===== src/common/stream_pkg.sv =====
/*
 * Shared widths, depths and the beat type for the stream staging channel.
 * Imported by wildcard in the header of every module that needs them.
 */

package stream_pkg;

        // ========================================================================
        // Widths and depths
        // ========================================================================

        // Payload data width
        localparam int DATA_W = 32;

        // Registered FIFO entries
        localparam int FIFO_DEPTH = 16;

        // Skid buffer entries behind the latency bridge
        localparam int SKID_DEPTH = 4;

        // FIFO level, 0 to FIFO_DEPTH
        localparam int LEVEL_W = 5;

        // Bridge occupancy, one beat in flight plus the skid entries
        localparam int OCC_W = 3;

        // Total beats held, FIFO plus bridge, at most 20
        localparam int AVAIL_W = 6;

        // Delivery counters, free running and wrapping
        localparam int CNT_W = 16;

        // ========================================================================
        // Beat type
        // ========================================================================

        // One stream beat, data word plus end of packet marker
        typedef struct packed {
                logic [DATA_W-1:0] data;
                logic              last;
        } beat_t;

endpackage : stream_pkg


===== src/common/fifo_rd_if.sv =====
/*
 * Read side of the registered FIFO. Data returns one cycle after pop.
 * The FIFO drives status and data, the bridge drives pop, and the
 * control block watches the level.
 */

interface fifo_rd_if
        import stream_pkg::*;
();

        // FIFO holds at least one beat
        logic               avail;
        // Read request, only legal while avail is high
        logic               pop;
        // Beat popped in the previous cycle, held until the next pop
        beat_t              data;
        // Number of beats stored in the FIFO
        logic [LEVEL_W-1:0] level;

        modport fifo (
                output avail,
                output data,
                output level,
                input  pop
        );

        modport bridge (
                input  avail,
                input  data,
                output pop
        );

        // Monitor side, level only
        modport mon (
                input  level
        );

endinterface : fifo_rd_if


===== src/stream_channel_ctrl.sv =====
/*
 * Channel control and status. Registers the enable level into the
 * drain gate, totals the beats held, counts delivered beats and
 * packets, and flags an empty channel.
 */

module stream_channel_ctrl
        import stream_pkg::*;
(
        input  logic               clk,
        input  logic               rst_n,
        input  logic               enable,
        fifo_rd_if.mon             rd,
        input  logic [OCC_W-1:0]   occupancy,
        input  logic               out_fire,
        input  logic               out_last,
        output logic               drain_en,
        output logic [AVAIL_W-1:0] avail_count,
        output logic [CNT_W-1:0]   beats_out,
        output logic [CNT_W-1:0]   pkts_out,
        output logic               idle
);

        // ========================================================================
        // Occupancy total
        // ========================================================================

        // Both terms come from flops and move on the same edges,
        // so the sum is exact after every handshake
        assign avail_count = AVAIL_W'(rd.level) + AVAIL_W'(occupancy);

        // ========================================================================
        // Drain gate, counters and idle
        // ========================================================================

        always_ff @(posedge clk) begin
                if (!rst_n) begin
                        drain_en  <= 1'b0;
                        beats_out <= '0;
                        pkts_out  <= '0;
                        idle      <= 1'b1;
                end else begin
                        // One cycle from enable to the bridge
                        drain_en <= enable;

                        // Counters wrap at 2^CNT_W
                        if (out_fire) begin
                                beats_out <= beats_out + CNT_W'(1);
                                // Packet ends on the beat with last set
                                if (out_last) begin
                                        pkts_out <= pkts_out + CNT_W'(1);
                                end
                        end

                        idle <= (avail_count == '0);
                end
        end

endmodule : stream_channel_ctrl


===== src/stream_channel_top.sv =====
/*
 * Top level of the single-channel stream staging path.
 * Producer beats go through the registered FIFO and the latency bridge
 * to the consumer. Plain valid/ready ports, status from the control block.
 */

module stream_channel_top
        import stream_pkg::*;
(
        input  logic               clk,
        input  logic               rst_n,
        input  logic               enable,
        input  logic               in_valid,
        output logic               in_ready,
        input  logic [DATA_W-1:0]  in_data,
        input  logic               in_last,
        output logic               out_valid,
        input  logic               out_ready,
        output logic [DATA_W-1:0]  out_data,
        output logic               out_last,
        output logic [AVAIL_W-1:0] avail_count,
        output logic [CNT_W-1:0]   beats_out,
        output logic [CNT_W-1:0]   pkts_out,
        output logic               idle
);

        beat_t            in_beat;
        beat_t            out_beat;
        logic             drain_en;
        logic             out_fire;
        logic [OCC_W-1:0] occupancy;

        fifo_rd_if rd_bus ();

        // Pack and unpack the beat at the ports
        assign in_beat.data = in_data;
        assign in_beat.last = in_last;
        assign out_data     = out_beat.data;
        assign out_last     = out_beat.last;
        assign out_fire     = out_valid && out_ready;

        stream_reg_fifo #(
                .DEPTH       (FIFO_DEPTH)
        ) u_fifo (
                .clk         (clk),
                .rst_n       (rst_n),
                .wr_valid    (in_valid),
                .wr_ready    (in_ready),
                .wr_data     (in_beat),
                .rd          (rd_bus.fifo)
        );

        stream_latency_bridge u_bridge (
                .clk         (clk),
                .rst_n       (rst_n),
                .rd          (rd_bus.bridge),
                .drain_en    (drain_en),
                .m_valid     (out_valid),
                .m_ready     (out_ready),
                .m_data      (out_beat),
                .occupancy   (occupancy)
        );

        stream_channel_ctrl u_ctrl (
                .clk         (clk),
                .rst_n       (rst_n),
                .enable      (enable),
                .rd          (rd_bus.mon),
                .occupancy   (occupancy),
                .out_fire    (out_fire),
                .out_last    (out_last),
                .drain_en    (drain_en),
                .avail_count (avail_count),
                .beats_out   (beats_out),
                .pkts_out    (pkts_out),
                .idle        (idle)
        );

endmodule : stream_channel_top


===== src/stream/stream_latency_bridge.sv =====
/*
 * Turns the latency-1 read of the registered FIFO into a valid/ready
 * stream. A slot in the skid buffer is reserved at pop time, the beat
 * lands in the skid buffer one cycle later, and the consumer drains it.
 */

module stream_latency_bridge
        import stream_pkg::*;
(
        input  logic             clk,
        input  logic             rst_n,
        fifo_rd_if.bridge        rd,
        input  logic             drain_en,
        output logic             m_valid,
        input  logic             m_ready,
        output beat_t            m_data,
        output logic [OCC_W-1:0] occupancy
);

        // Beat popped last cycle, its data is on rd.data now
        logic             drain_ip;
        logic [OCC_W-1:0] skid_count;
        logic             m_fire;
        logic             room;

        // ========================================================================
        // Pop decision
        // ========================================================================

        assign m_fire = m_valid && m_ready;

        // In-flight beat holds a reserved slot, so the skid write never stalls
        assign occupancy = skid_count + OCC_W'(drain_ip);
        assign room      = (occupancy < OCC_W'(SKID_DEPTH));

        // A beat leaving this cycle frees the slot the next pop needs
        assign rd.pop = rd.avail && drain_en && (room || m_fire);

        always_ff @(posedge clk) begin
                if (!rst_n) begin
                        drain_ip <= 1'b0;
                end else begin
                        drain_ip <= rd.pop;
                end
        end

        // ========================================================================
        // Skid buffer
        // ========================================================================

        // Write side ready is always high when drain_ip is set
        stream_skid_fifo #(
                .DEPTH    (SKID_DEPTH)
        ) u_skid (
                .clk      (clk),
                .rst_n    (rst_n),
                .wr_valid (drain_ip),
                .wr_ready (),
                .wr_data  (rd.data),
                .rd_valid (m_valid),
                .rd_ready (m_ready),
                .rd_data  (m_data),
                .count    (skid_count)
        );

endmodule : stream_latency_bridge


===== src/stream/stream_reg_fifo.sv =====
/*
 * Synchronous circular FIFO with a registered read port.
 * A pop loads the output register, so data is valid one cycle later
 * and holds until the next pop. Level and avail come from flops.
 */

module stream_reg_fifo
        import stream_pkg::*;
#(
        parameter int DEPTH = FIFO_DEPTH
) (
        input  logic    clk,
        input  logic    rst_n,
        input  logic    wr_valid,
        output logic    wr_ready,
        input  beat_t   wr_data,
        fifo_rd_if.fifo rd
);

        localparam int PTR_W = $clog2(DEPTH);

        beat_t              mem [DEPTH];
        logic [PTR_W-1:0]   wr_ptr;
        logic [PTR_W-1:0]   rd_ptr;
        logic [LEVEL_W-1:0] level;
        logic               wr_fire;
        logic               rd_fire;

        // ========================================================================
        // Handshakes and status
        // ========================================================================

        // Room while below full, a same cycle pop does not make room
        assign wr_ready = (level < LEVEL_W'(DEPTH));
        assign wr_fire  = wr_valid && wr_ready;

        // Pop is qualified again so a stray request cannot underflow
        assign rd_fire  = rd.pop && rd.avail;

        assign rd.level = level;
        assign rd.avail = (level != '0);

        // ========================================================================
        // Pointers and level
        // ========================================================================

        always_ff @(posedge clk) begin
                if (!rst_n) begin
                        wr_ptr <= '0;
                        rd_ptr <= '0;
                        level  <= '0;
                end else begin
                        if (wr_fire) begin
                                wr_ptr <= (wr_ptr == PTR_W'(DEPTH - 1)) ? '0 : wr_ptr + 1'b1;
                        end
                        if (rd_fire) begin
                                rd_ptr <= (rd_ptr == PTR_W'(DEPTH - 1)) ? '0 : rd_ptr + 1'b1;
                        end
                        // Simultaneous write and pop leave the level unchanged
                        case ({wr_fire, rd_fire})
                                2'b10:   level <= level + 1'b1;
                                2'b01:   level <= level - 1'b1;
                                default: level <= level;
                        endcase
                end
        end

        // ========================================================================
        // Storage and read register
        // ========================================================================

        always_ff @(posedge clk) begin
                if (wr_fire) begin
                        mem[wr_ptr] <= wr_data;
                end
                // One cycle read latency
                if (rd_fire) begin
                        rd.data <= mem[rd_ptr];
                end
        end

endmodule : stream_reg_fifo


===== src/stream/stream_skid_fifo.sv =====
/*
 * Small show-ahead FIFO used as the skid buffer of the latency bridge.
 * The head entry drives rd_data straight from storage. A write and a
 * read may complete in the same cycle. count is registered.
 */

module stream_skid_fifo
        import stream_pkg::*;
#(
        parameter int DEPTH = SKID_DEPTH
) (
        input  logic             clk,
        input  logic             rst_n,
        input  logic             wr_valid,
        output logic             wr_ready,
        input  beat_t            wr_data,
        output logic             rd_valid,
        input  logic             rd_ready,
        output beat_t            rd_data,
        output logic [OCC_W-1:0] count
);

        localparam int PTR_W = $clog2(DEPTH);

        beat_t            mem [DEPTH];
        logic [PTR_W-1:0] wr_ptr;
        logic [PTR_W-1:0] rd_ptr;
        logic             wr_fire;
        logic             rd_fire;

        // Full blocks writes even when the head leaves this cycle
        assign wr_ready = (count < OCC_W'(DEPTH));
        assign rd_valid = (count != '0);
        assign wr_fire  = wr_valid && wr_ready;
        assign rd_fire  = rd_valid && rd_ready;

        // Show-ahead head entry
        assign rd_data  = mem[rd_ptr];

        // ========================================================================
        // Pointers and count
        // ========================================================================

        always_ff @(posedge clk) begin
                if (!rst_n) begin
                        wr_ptr <= '0;
                        rd_ptr <= '0;
                        count  <= '0;
                end else begin
                        if (wr_fire) begin
                                wr_ptr <= (wr_ptr == PTR_W'(DEPTH - 1)) ? '0 : wr_ptr + 1'b1;
                        end
                        if (rd_fire) begin
                                rd_ptr <= (rd_ptr == PTR_W'(DEPTH - 1)) ? '0 : rd_ptr + 1'b1;
                        end
                        case ({wr_fire, rd_fire})
                                2'b10:   count <= count + 1'b1;
                                2'b01:   count <= count - 1'b1;
                                default: count <= count;
                        endcase
                end
        end

        // Entry written here is visible at the head next cycle
        always_ff @(posedge clk) begin
                if (wr_fire) begin
                        mem[wr_ptr] <= wr_data;
                end
        end

endmodule : stream_skid_fifo


===== config.mk =====
export PLATFORM = sky130hd
export DESIGN_NAME = stream_channel_top
export DESIGN_NICKNAME = d
export VERILOG_FILES = /design/src/common/stream_pkg.sv /design/src/common/fifo_rd_if.sv /design/src/stream_channel_ctrl.sv /design/src/stream_channel_top.sv /design/src/stream/stream_latency_bridge.sv /design/src/stream/stream_reg_fifo.sv /design/src/stream/stream_skid_fifo.sv
export SDC_FILE = /design/constraint.sdc
export NUM_CORES = 1
export LEC_CHECK = 0
export BUFFER_PORTS_ARGS = -buffer_cell sky130_fd_sc_hd__buf_2
export CAP_MARGIN = 0
export CORE_MARGIN = 2
export CORE_UTILIZATION = 45
export DETAILED_ROUTE_END_ITERATION = 10
export GPL_TIMING_DRIVEN = 0
export SYNTH_ARGS = -nofsm -noshare
export SYNTH_HDL_FRONTEND = slang
export SYNTH_SLANG_ARGS = --single-unit

===== constraint.sdc =====
create_clock -name clk -period 5.95 [get_ports clk]
set_clock_uncertainty 0.2 [all_clocks]
set_input_delay 0.8925 -clock clk [delete_from_list [all_inputs] [get_ports clk]]
set_output_delay 0.8925 -clock clk [all_outputs]
set_load 0.02 [all_outputs]

==> results of run 1 <==
[through the flow]
step / setup TNS, ps / power [W]
after floorplan: 0 / 0.00695
after global placement: -139480 / 0.00732
after detailed placement: 0 / 0.00737
after CTS: 0 / 0.0118
after global routing: 0 / 0.0121
final: 0 / 0.0117
[worst register-to-register path: stages, from the launching register on]
cell and delay, ps:
dfxtp_1 360, ha_1 210, ha_1 180, xor2_1 170, a221o_1 330, buf_6 150, inv_2 600, ha_1 420
ha_1 310, a21o_1 170, a21oi_1 180, mux2i_1 240, mux2i_1 200
[kinds of logic after synthesis]
family	Yosys count	share of synthesized area
buffers and inverters	94	0.0164
AOI/OAI and AO/OA	116	0.0241
and+or+nand+nor	190	0.0353
xor gates and xnor gates	28	0.00851
DFF	750	0.762
muxes	204	0.142
adders and majority gates	25	0.0116
[cell usage after synthesis (4+ instances only)]
cell and number:
inv_1 20, and2_1 8, nand4_1 9, or3_1 10
xor2_1 14, ha_1 22, nor4_1 5, nor2b_1 36
nor2_1 48, edfxtp_1 693, dfxtp_1 57, nand3_1 12
buf_2 20, mux2i_1 39, a211oi_1 33, a21oi_1 58
nand2_1 31, xnor2_1 14, and4_1 4, clkbuf_1 35
buf_4 7, o21ai_0 14, nor3_1 9, nand2b_1 5
buf_6 9, mux4_2 165
[cell type report]
| type | count | area [um^2] | share of cell area |
|---|---|---|---|
| Antenna cell | 2 | 5.00 | 0.000150 |
| Buffer | 73 | 393 | 0.0118 |
| Clock buffer | 104 | 2080 | 0.0623 |
| Clock inverter | 28 | 214 | 0.00641 |
| Inverter | 21 | 78.8 | 0.00236 |
| Multi-Input combinational cell | 563 | 6510 | 0.195 |
| Sequential cell | 750 | 22000 | 0.657 |
| Tap cell | 846 | 1060 | 0.0317 |
| Timing Repair Buffer | 142 | 1090 | 0.0328 |
[cell usage in the layout (no fill, tap or decap), types with 12 or more instances in the layout]
| master | count |
|---|---|
| edfxtp_1 | 693 |
| mux4_2 | 165 |
| buf_2 | 131 |
| clkbuf_16 | 79 |
| clkbuf_1 | 59 |
| a21oi_1 | 58 |
| dfxtp_1 | 57 |
| mux2i_1 | 39 |
| nor2b_1 | 36 |
| nor2_1 | 36 |
| a211oi_1 | 33 |
| nand2_1 | 31 |
| ha_1 | 22 |
| buf_6 | 20 |
| inv_1 | 19 |
| xor2_1 | 14 |
| o21ai_0 | 14 |
| xnor2_1 | 14 |
| clkinv_1 | 14 |
| buf_12 | 13 |
| nor2_4 | 12 |
| nand3_1 | 12 |
[state kept, by name (all words and copies together) (netlist names), named ones only]
signal,cells
u_ctrl.beats_out,16
u_fifo.wr_ptr,4
u_ctrl.idle,1
u_bridge.u_skid.rd_ptr,2
u_bridge.u_skid.mem,132
u_bridge.drain_ip,1
u_bridge.u_skid.count,3
u_fifo.rd.level,5
u_fifo.rd_ptr,4
u_bridge.u_skid.wr_ptr,2
u_ctrl.pkts_out,16
u_ctrl.drain_en,1
u_fifo.mem,528
u_fifo.rd.data,33
[how the worst max path moves through the flow]
stage / slack (ps) / end / startpoint / depth (start not counted)
after detailed placement: 1900 / u_fifo.rd.level[4]$_SDFFE_PN0P_ / out_ready / 11
after global routing: 1940 / u_fifo.rd.level[4]$_SDFFE_PN0P_ / u_bridge.u_skid.count[0]$_SDFFE_PN0P_ / 12
after floorplan: 1550 / u_fifo.mem[3][0]$_DFFE_PP_ / in_valid / 4
after CTS: 2110 / u_fifo.rd.level[4]$_SDFFE_PN0P_ / u_bridge.u_skid.count[0]$_SDFFE_PN0P_ / 12
after global placement: -1300 / u_fifo.mem[3][14]$_DFFE_PP_ / in_valid / 5
final: 2150 / u_fifo.rd.level[4]$_SDFFE_PN0P_ / u_bridge.u_skid.count[0]$_SDFFE_PN0P_ / 12
[power by group through the flow]
stage	Clock, W	Sequential (W)	Combinational, W
finish	0.00447	0.00601	0.00123
global route	0.00478	0.00603	0.00133
CTS	0.00457	0.00601	0.00125
detailed placement	0	0.00613	0.00125
global placement	0	0.00613	0.00120
floorplan	0	0.00611	0.000839
[layer usage]
metal  share of wire  global-route usage
met1            0.43               0.255
met2            0.50               0.313
met3           0.046              0.0305
met4           0.021              0.0628
met5               0                   0
==> out/results.ini, run 1 <==
[run_status]
status = completed

[power_and_ir_drop]
switching_share = 0.228
power.switching_w = 0.00267
power_frac_comb = 0.105
leakage_nw = 10.6
power_density_nw_per_um2 = 351
p_clk_frac = 0.382
ir_worst_vdd_v = 0.000174
p_int_w = 0.00905
seq_power_share = 0.513

[route]
detail_route.wl_per_cell_um = 24.2
via_count = 14000
detail-route-antenna-nets = 0
vias_per_cell = 5.52
drt_pass1_iterations = 5
drc = 0
routed_wirelength_mm = 61.2
drtIter0Drc = 1097

[critical_path]
reg2reg_setup_slack_ps = 2150
r2r_end = u_fifo.rd.level[4]$_SDFFE_PN0P_
worst_path_largest_cell_delay_ps = 600
timing.critical_path.required_ps = 6280
crit_family = adder cells
critPathBufInv = 2
critical_path_class = reg -> reg
arrival_ps = 4130
cp_slowest_cell = inv_2
ff2ff_path_depth = 12
crit_chain = ha_1, ha_1, xor2_1, a221o_1, buf_6, inv_2, ha_1, ha_1, a21o_1, a21oi_1, mux2i_1, mux2i_1
cpMostUsedCell = ha_1
end_kind = flip-flop
path_max_fanout = 34
r2r_start = u_bridge.u_skid.count[0]$_SDFFE_PN0P_
critPathLaunchType = flip-flop

[timing]
finalWorstSetupSlack_ps = 2150
slew_headroom = 0.328
finalMaxSlewViolations = 0
fin_crit_ps = 3800
tightest_slew_ps = 1000
rsz0062_at_grt = no
final.period_utilization = 0.639
setup_viol = 0
hold_viol = 0
worst_hold_slack_ps = 288
clock.fmax_mhz = 263

[clock_tree]
cts_made_buffers = 77
htreeDepth = 3
cts_sinks = 750
cts_tree = done
insertion_delay_ps = 610
ctsResizeCount = 0
cts_hold_buf = 0
cts_setup_buffers = 0
clk_pin_slew_ps = 60
root_buffer = clkbuf_16
clockBufferDepth = 3

[synth]
yosys_warnings = 0
ys.flop_type = edfxtp_1
synth_top_cell_by_area = edfxtp_1
syn_inst = 1407
ys_top_cells_by_area = edfxtp_1, mux4_2, dfxtp_1, mux2i_1, a21oi_1
syn_nets = 1470
synthDistinctLibCells = 46
synth.avg_cell_area_um2 = 20.5
synth_area_um2 = 28800
synthArstFlopShare = 0
synth_top_area_share = 0.722
synth-edff-count = 693
yosysSeqAreaShare = 0.762
ys_ff_latch = 750

[die]
initial_core_util = 0.456
dieWidth_um = 257
core_um2 = 63200
die_area_um2 = 66100
die_h_um = 257
rows = 92
io_pins = 112

[placement]
post-place-ws_ps = 1900
io_buffers = 111
dp_hpwl_mm = 40.5
routabilityCongestion = 0.779
dp_cells = 2395
placedInstanceArea_um2 = 31100

[cells_and_area]
final_core_util = 0.528
drive_gt1_frac = 0.277
nets = 1691
fillCellCount = 4923
design_area_um2 = 33400
syn_to_final_growth_pct = 15.8
stdcell_count = 2529

[worst_hold_path]
hold_path.class = reg -> reg
hp-start = u_bridge.u_skid.rd_ptr[1]$_SDFFE_PN0P_
whs_path_depth = 2
hold_end = u_bridge.u_skid.rd_ptr[1]$_SDFFE_PN0P_

[global_routing]
grt_pass1_vias = 14700
gr-total-overflow = 0
antenna_found_initial = 3
grtUsageTotal = 0.188
grt_pass1_wl_mm = 92.6
grt_max_degree = 35

[job]
max-cap-violations = 0

(Power assumes the default switching activity.)
==> run 2: changes to the inputs <==
==> constraint.sdc (replaced) <==
create_clock -name clk -period 3.7 [get_ports clk]
set_clock_uncertainty 0.2 [all_clocks]
set_input_delay 0.555 -clock clk [delete_from_list [all_inputs] [get_ports clk]]
set_output_delay 0.555 -clock clk [all_outputs]
set_load 0.02 [all_outputs]
==> run 2 against run 1 <==
  * Clock power is 64% higher
  * Clock-buffer cell count is 10 lower
  * Critical path depth is 4 lower
  * Non-clock buffer count is 5 lower
  * Worst hold slack worse by 170 ps
  * Register-to-register slack worse by 1700 ps
  * Largest power group unchanged
==> out/results.ini, run 2 (same netlist as run 1, synthesis figures left out) <==
[power_and_ir_drop]
p_clk_frac = 0.386  ; was 0.382
seq_power_share = 0.509  ; was 0.513
power.switching_w = 0.00432  ; was 0.00267 W
p_int_w = 0.0147  ; was 0.00905 W
power_density_nw_per_um2 = 568  ; was 351 nW/um^2
power_frac_comb = 0.105  ; about the same
ir_worst_vdd_v = 0.000294  ; was 0.000174 V
leakage_nw = 10.6  ; about the same
switching_share = 0.227  ; was 0.228

[critical_path]
crit_path_start = u_bridge.u_skid.count[0]$_SDFFE_PN0P_  ; unchanged
path_max_fanout = 5  ; was 34
r2r_end = u_fifo.rd.level[4]$_SDFFE_PN0P_  ; unchanged
timing.critical_path.required_ps = 2940  ; was 6280 ps
r2r_start = u_bridge.u_skid.count[0]$_SDFFE_PN0P_  ; unchanged
arrival_ps = 2550  ; was 4130 ps
ff2ff_path_depth = 12  ; unchanged
reg2reg_setup_slack_ps = 440  ; was 2150 ps
critical_path_class = reg -> out  ; was reg -> reg
critPathLaunchType = flip-flop  ; unchanged
end_kind = primary output  ; was flip-flop

[route]
detail-route-antenna-nets = 0  ; unchanged
vias_per_cell = 5.51  ; was 5.52
detail_route.wl_per_cell_um = 24.0  ; was 24.2 um
drc = 0  ; unchanged
drt_pass1_iterations = 5  ; unchanged
via_count = 13900  ; was 14,000
routed_wirelength_mm = 60.7  ; was 61.2 mm
drtIter0Drc = 1229  ; was 1,097

[global_routing]
antenna_found_initial = 4  ; was 3
grt_max_degree = 28  ; was 35
grtUsageTotal = 0.187  ; was 0.188
grt_pass1_wl_mm = 91.4  ; was 92.6 mm
gr-total-overflow = 0  ; unchanged
grt_pass1_vias = 14400  ; was 14,700

[job]
max-cap-violations = 0  ; unchanged

[cells_and_area]
nets = 1684  ; was 1,691
final_common_cell = edfxtp_1  ; unchanged
design_area_um2 = 33500  ; was 33,400 um^2
syn_to_final_growth_pct = 16.1  ; was 15.8%
most-common-layout-cells = edfxtp_1, mux4_2, buf_2  ; unchanged
top_register = u_fifo.mem  ; unchanged
largestRegisters = u_fifo.mem x528, u_bridge.u_skid.mem x132, u_fifo.rd.data x33  ; unchanged
drive_gt1_frac = 0.280  ; was 0.277
largest_reg_flops = 528  ; unchanged

[die]
initial_core_util = 0.456  ; unchanged
die_h_um = 257  ; unchanged
io_pins = 112  ; unchanged
rows = 92  ; unchanged
die_area_um2 = 66100  ; unchanged
core_um2 = 63200  ; unchanged
dieWidth_um = 257  ; unchanged

[worst_hold_path]
whs_path_depth = 1  ; was 2
hp-start = in_data[27]  ; was u_bridge.u_skid.rd_ptr[1]$_SDFFE_PN0P_
hold_end = u_fifo.mem[10][28]$_DFFE_PP_  ; was u_bridge.u_skid.rd_ptr[1]$_SDFFE_PN0P_
hold_path.class = in -> reg  ; was reg -> reg

[timing]
fin_crit_ps = 3310
slew_headroom = 0.348  ; was 0.328
setup_viol = 0  ; unchanged
finalMaxSlewViolations = 0  ; unchanged
hold_viol = 0  ; unchanged
finalWorstSetupSlack_ps = 394  ; was 2150 ps
clock.fmax_mhz = 303
final.period_utilization = 0.893
tightest_slew_ps = 978  ; was 1000 ps
rsz0062_at_grt = no  ; unchanged

[clock_tree]
clk_pin_slew_ps = 60  ; about the same
cts_made_buffers = 74  ; was 77
cts_sinks = 750  ; unchanged
root_buffer = clkbuf_16  ; unchanged
insertion_delay_ps = 610  ; about the same
cts_tree = done  ; unchanged
htreeDepth = 3  ; unchanged
clockBufferDepth = 3  ; unchanged

[placement]
routabilityCongestion = 0.765  ; was 0.779
dp_hpwl_mm = 39.8  ; was 40.5 mm
post-place-ws_ps = -552  ; was 1900 ps
placedInstanceArea_um2 = 31100  ; about the same
io_buffers = 111  ; unchanged

[run_status]
status = completed  ; unchanged

==> run 2: cell types whose count changed in the layout (fill, tap and decap cells not counted), sizes merged <==
cell	previous run	this run
clkbuf	139	129
clkinv	21	29
buf	180	174
bufinv	3	6
clkinvlp	2	4
dlygate4sd3	0	1
inv	23	22
==> run 2: routing by layer <==
metal  share of wire  up-vias  track usage
met4           0.019        0       0.0557
met3           0.050       79       0.0333
met1            0.43     7311        0.253
met2            0.50      354        0.312
li1                -     6162            -
met5               0        -            0
==> run 2: worst max-delay path: stages, from the launching register on <==
cell and delay, ps:
dfxtp_1 420, ha_1 180, ha_1 150, xor2_1 230, ha_1 310, nor2b_1 140, o21ai_0 180, xnor2_1 160
buf_2 200
==> run 2: worst max-delay path by stage <==
stage / end / slack [ps] / depth (start not counted)
CTS: avail_count[4] / 330 / 8
global route: u_fifo.rd.level[4]$_SDFFE_PN0P_ / 140 / 12
finish: avail_count[4] / 390 / 8
detailed placement: u_fifo.rd.level[4]$_SDFFE_PN0P_ / -550 / 12
floorplan: u_fifo.rd.level[4]$_SDFFE_PN0P_ / 70 / 12
global placement: u_fifo.mem[11][12]$_DFFE_PP_ / -1490 / 5
==> run 2: power groups by stage <==
stage | registers, W | clock network, W | logic [W]
floorplan | 0.00983 | 0 | 0.00135
global placement | 0.00984 | 0 | 0.00193
detailed placement | 0.00985 | 0 | 0.00201
CTS | 0.00967 | 0.00748 | 0.00203
global route | 0.00969 | 0.00781 | 0.00217
finish | 0.00967 | 0.00734 | 0.00199
==> run 2: what timing repair did <==
| item | CTS | global route |
|---|---|---|
| endpoints found under the hold margin | 1 | 0 |
| hold buffers | 1 | 0 |
| buffers inserted | 1 | 0 |
| endpoints found under the setup margin | 4 | 0 |
| resized for setup | 1 | 0 |
==> run 2: layout make-up <==
type,instances,area [um^2]
diodes,2,5.00
plain buffers,73,393
clock buffers,94,2010
clock inverters,39,348
fillers,4887,29700
inverters,21,82.6
multi-input cells,563,6540
flip-flops and latches,750,22000
well taps,846,1060
repair buffers,137,1080
repair inverters,1,5.00
==> run 2: stage by stage <==
stage	hold WS [ps]	cells	power (W)	TNS [ps]	util
global placement	267	2364	0.0118	-639420	0.482
finish	121	2526	0.0190	0	0.530
global route	116	2526	0.0197	0	0.530
floorplan	254	1407	0.0112	0	-
CTS	86.6	2524	0.0192	0	0.530
detailed placement	287	2388	0.0119	-1400	0.492
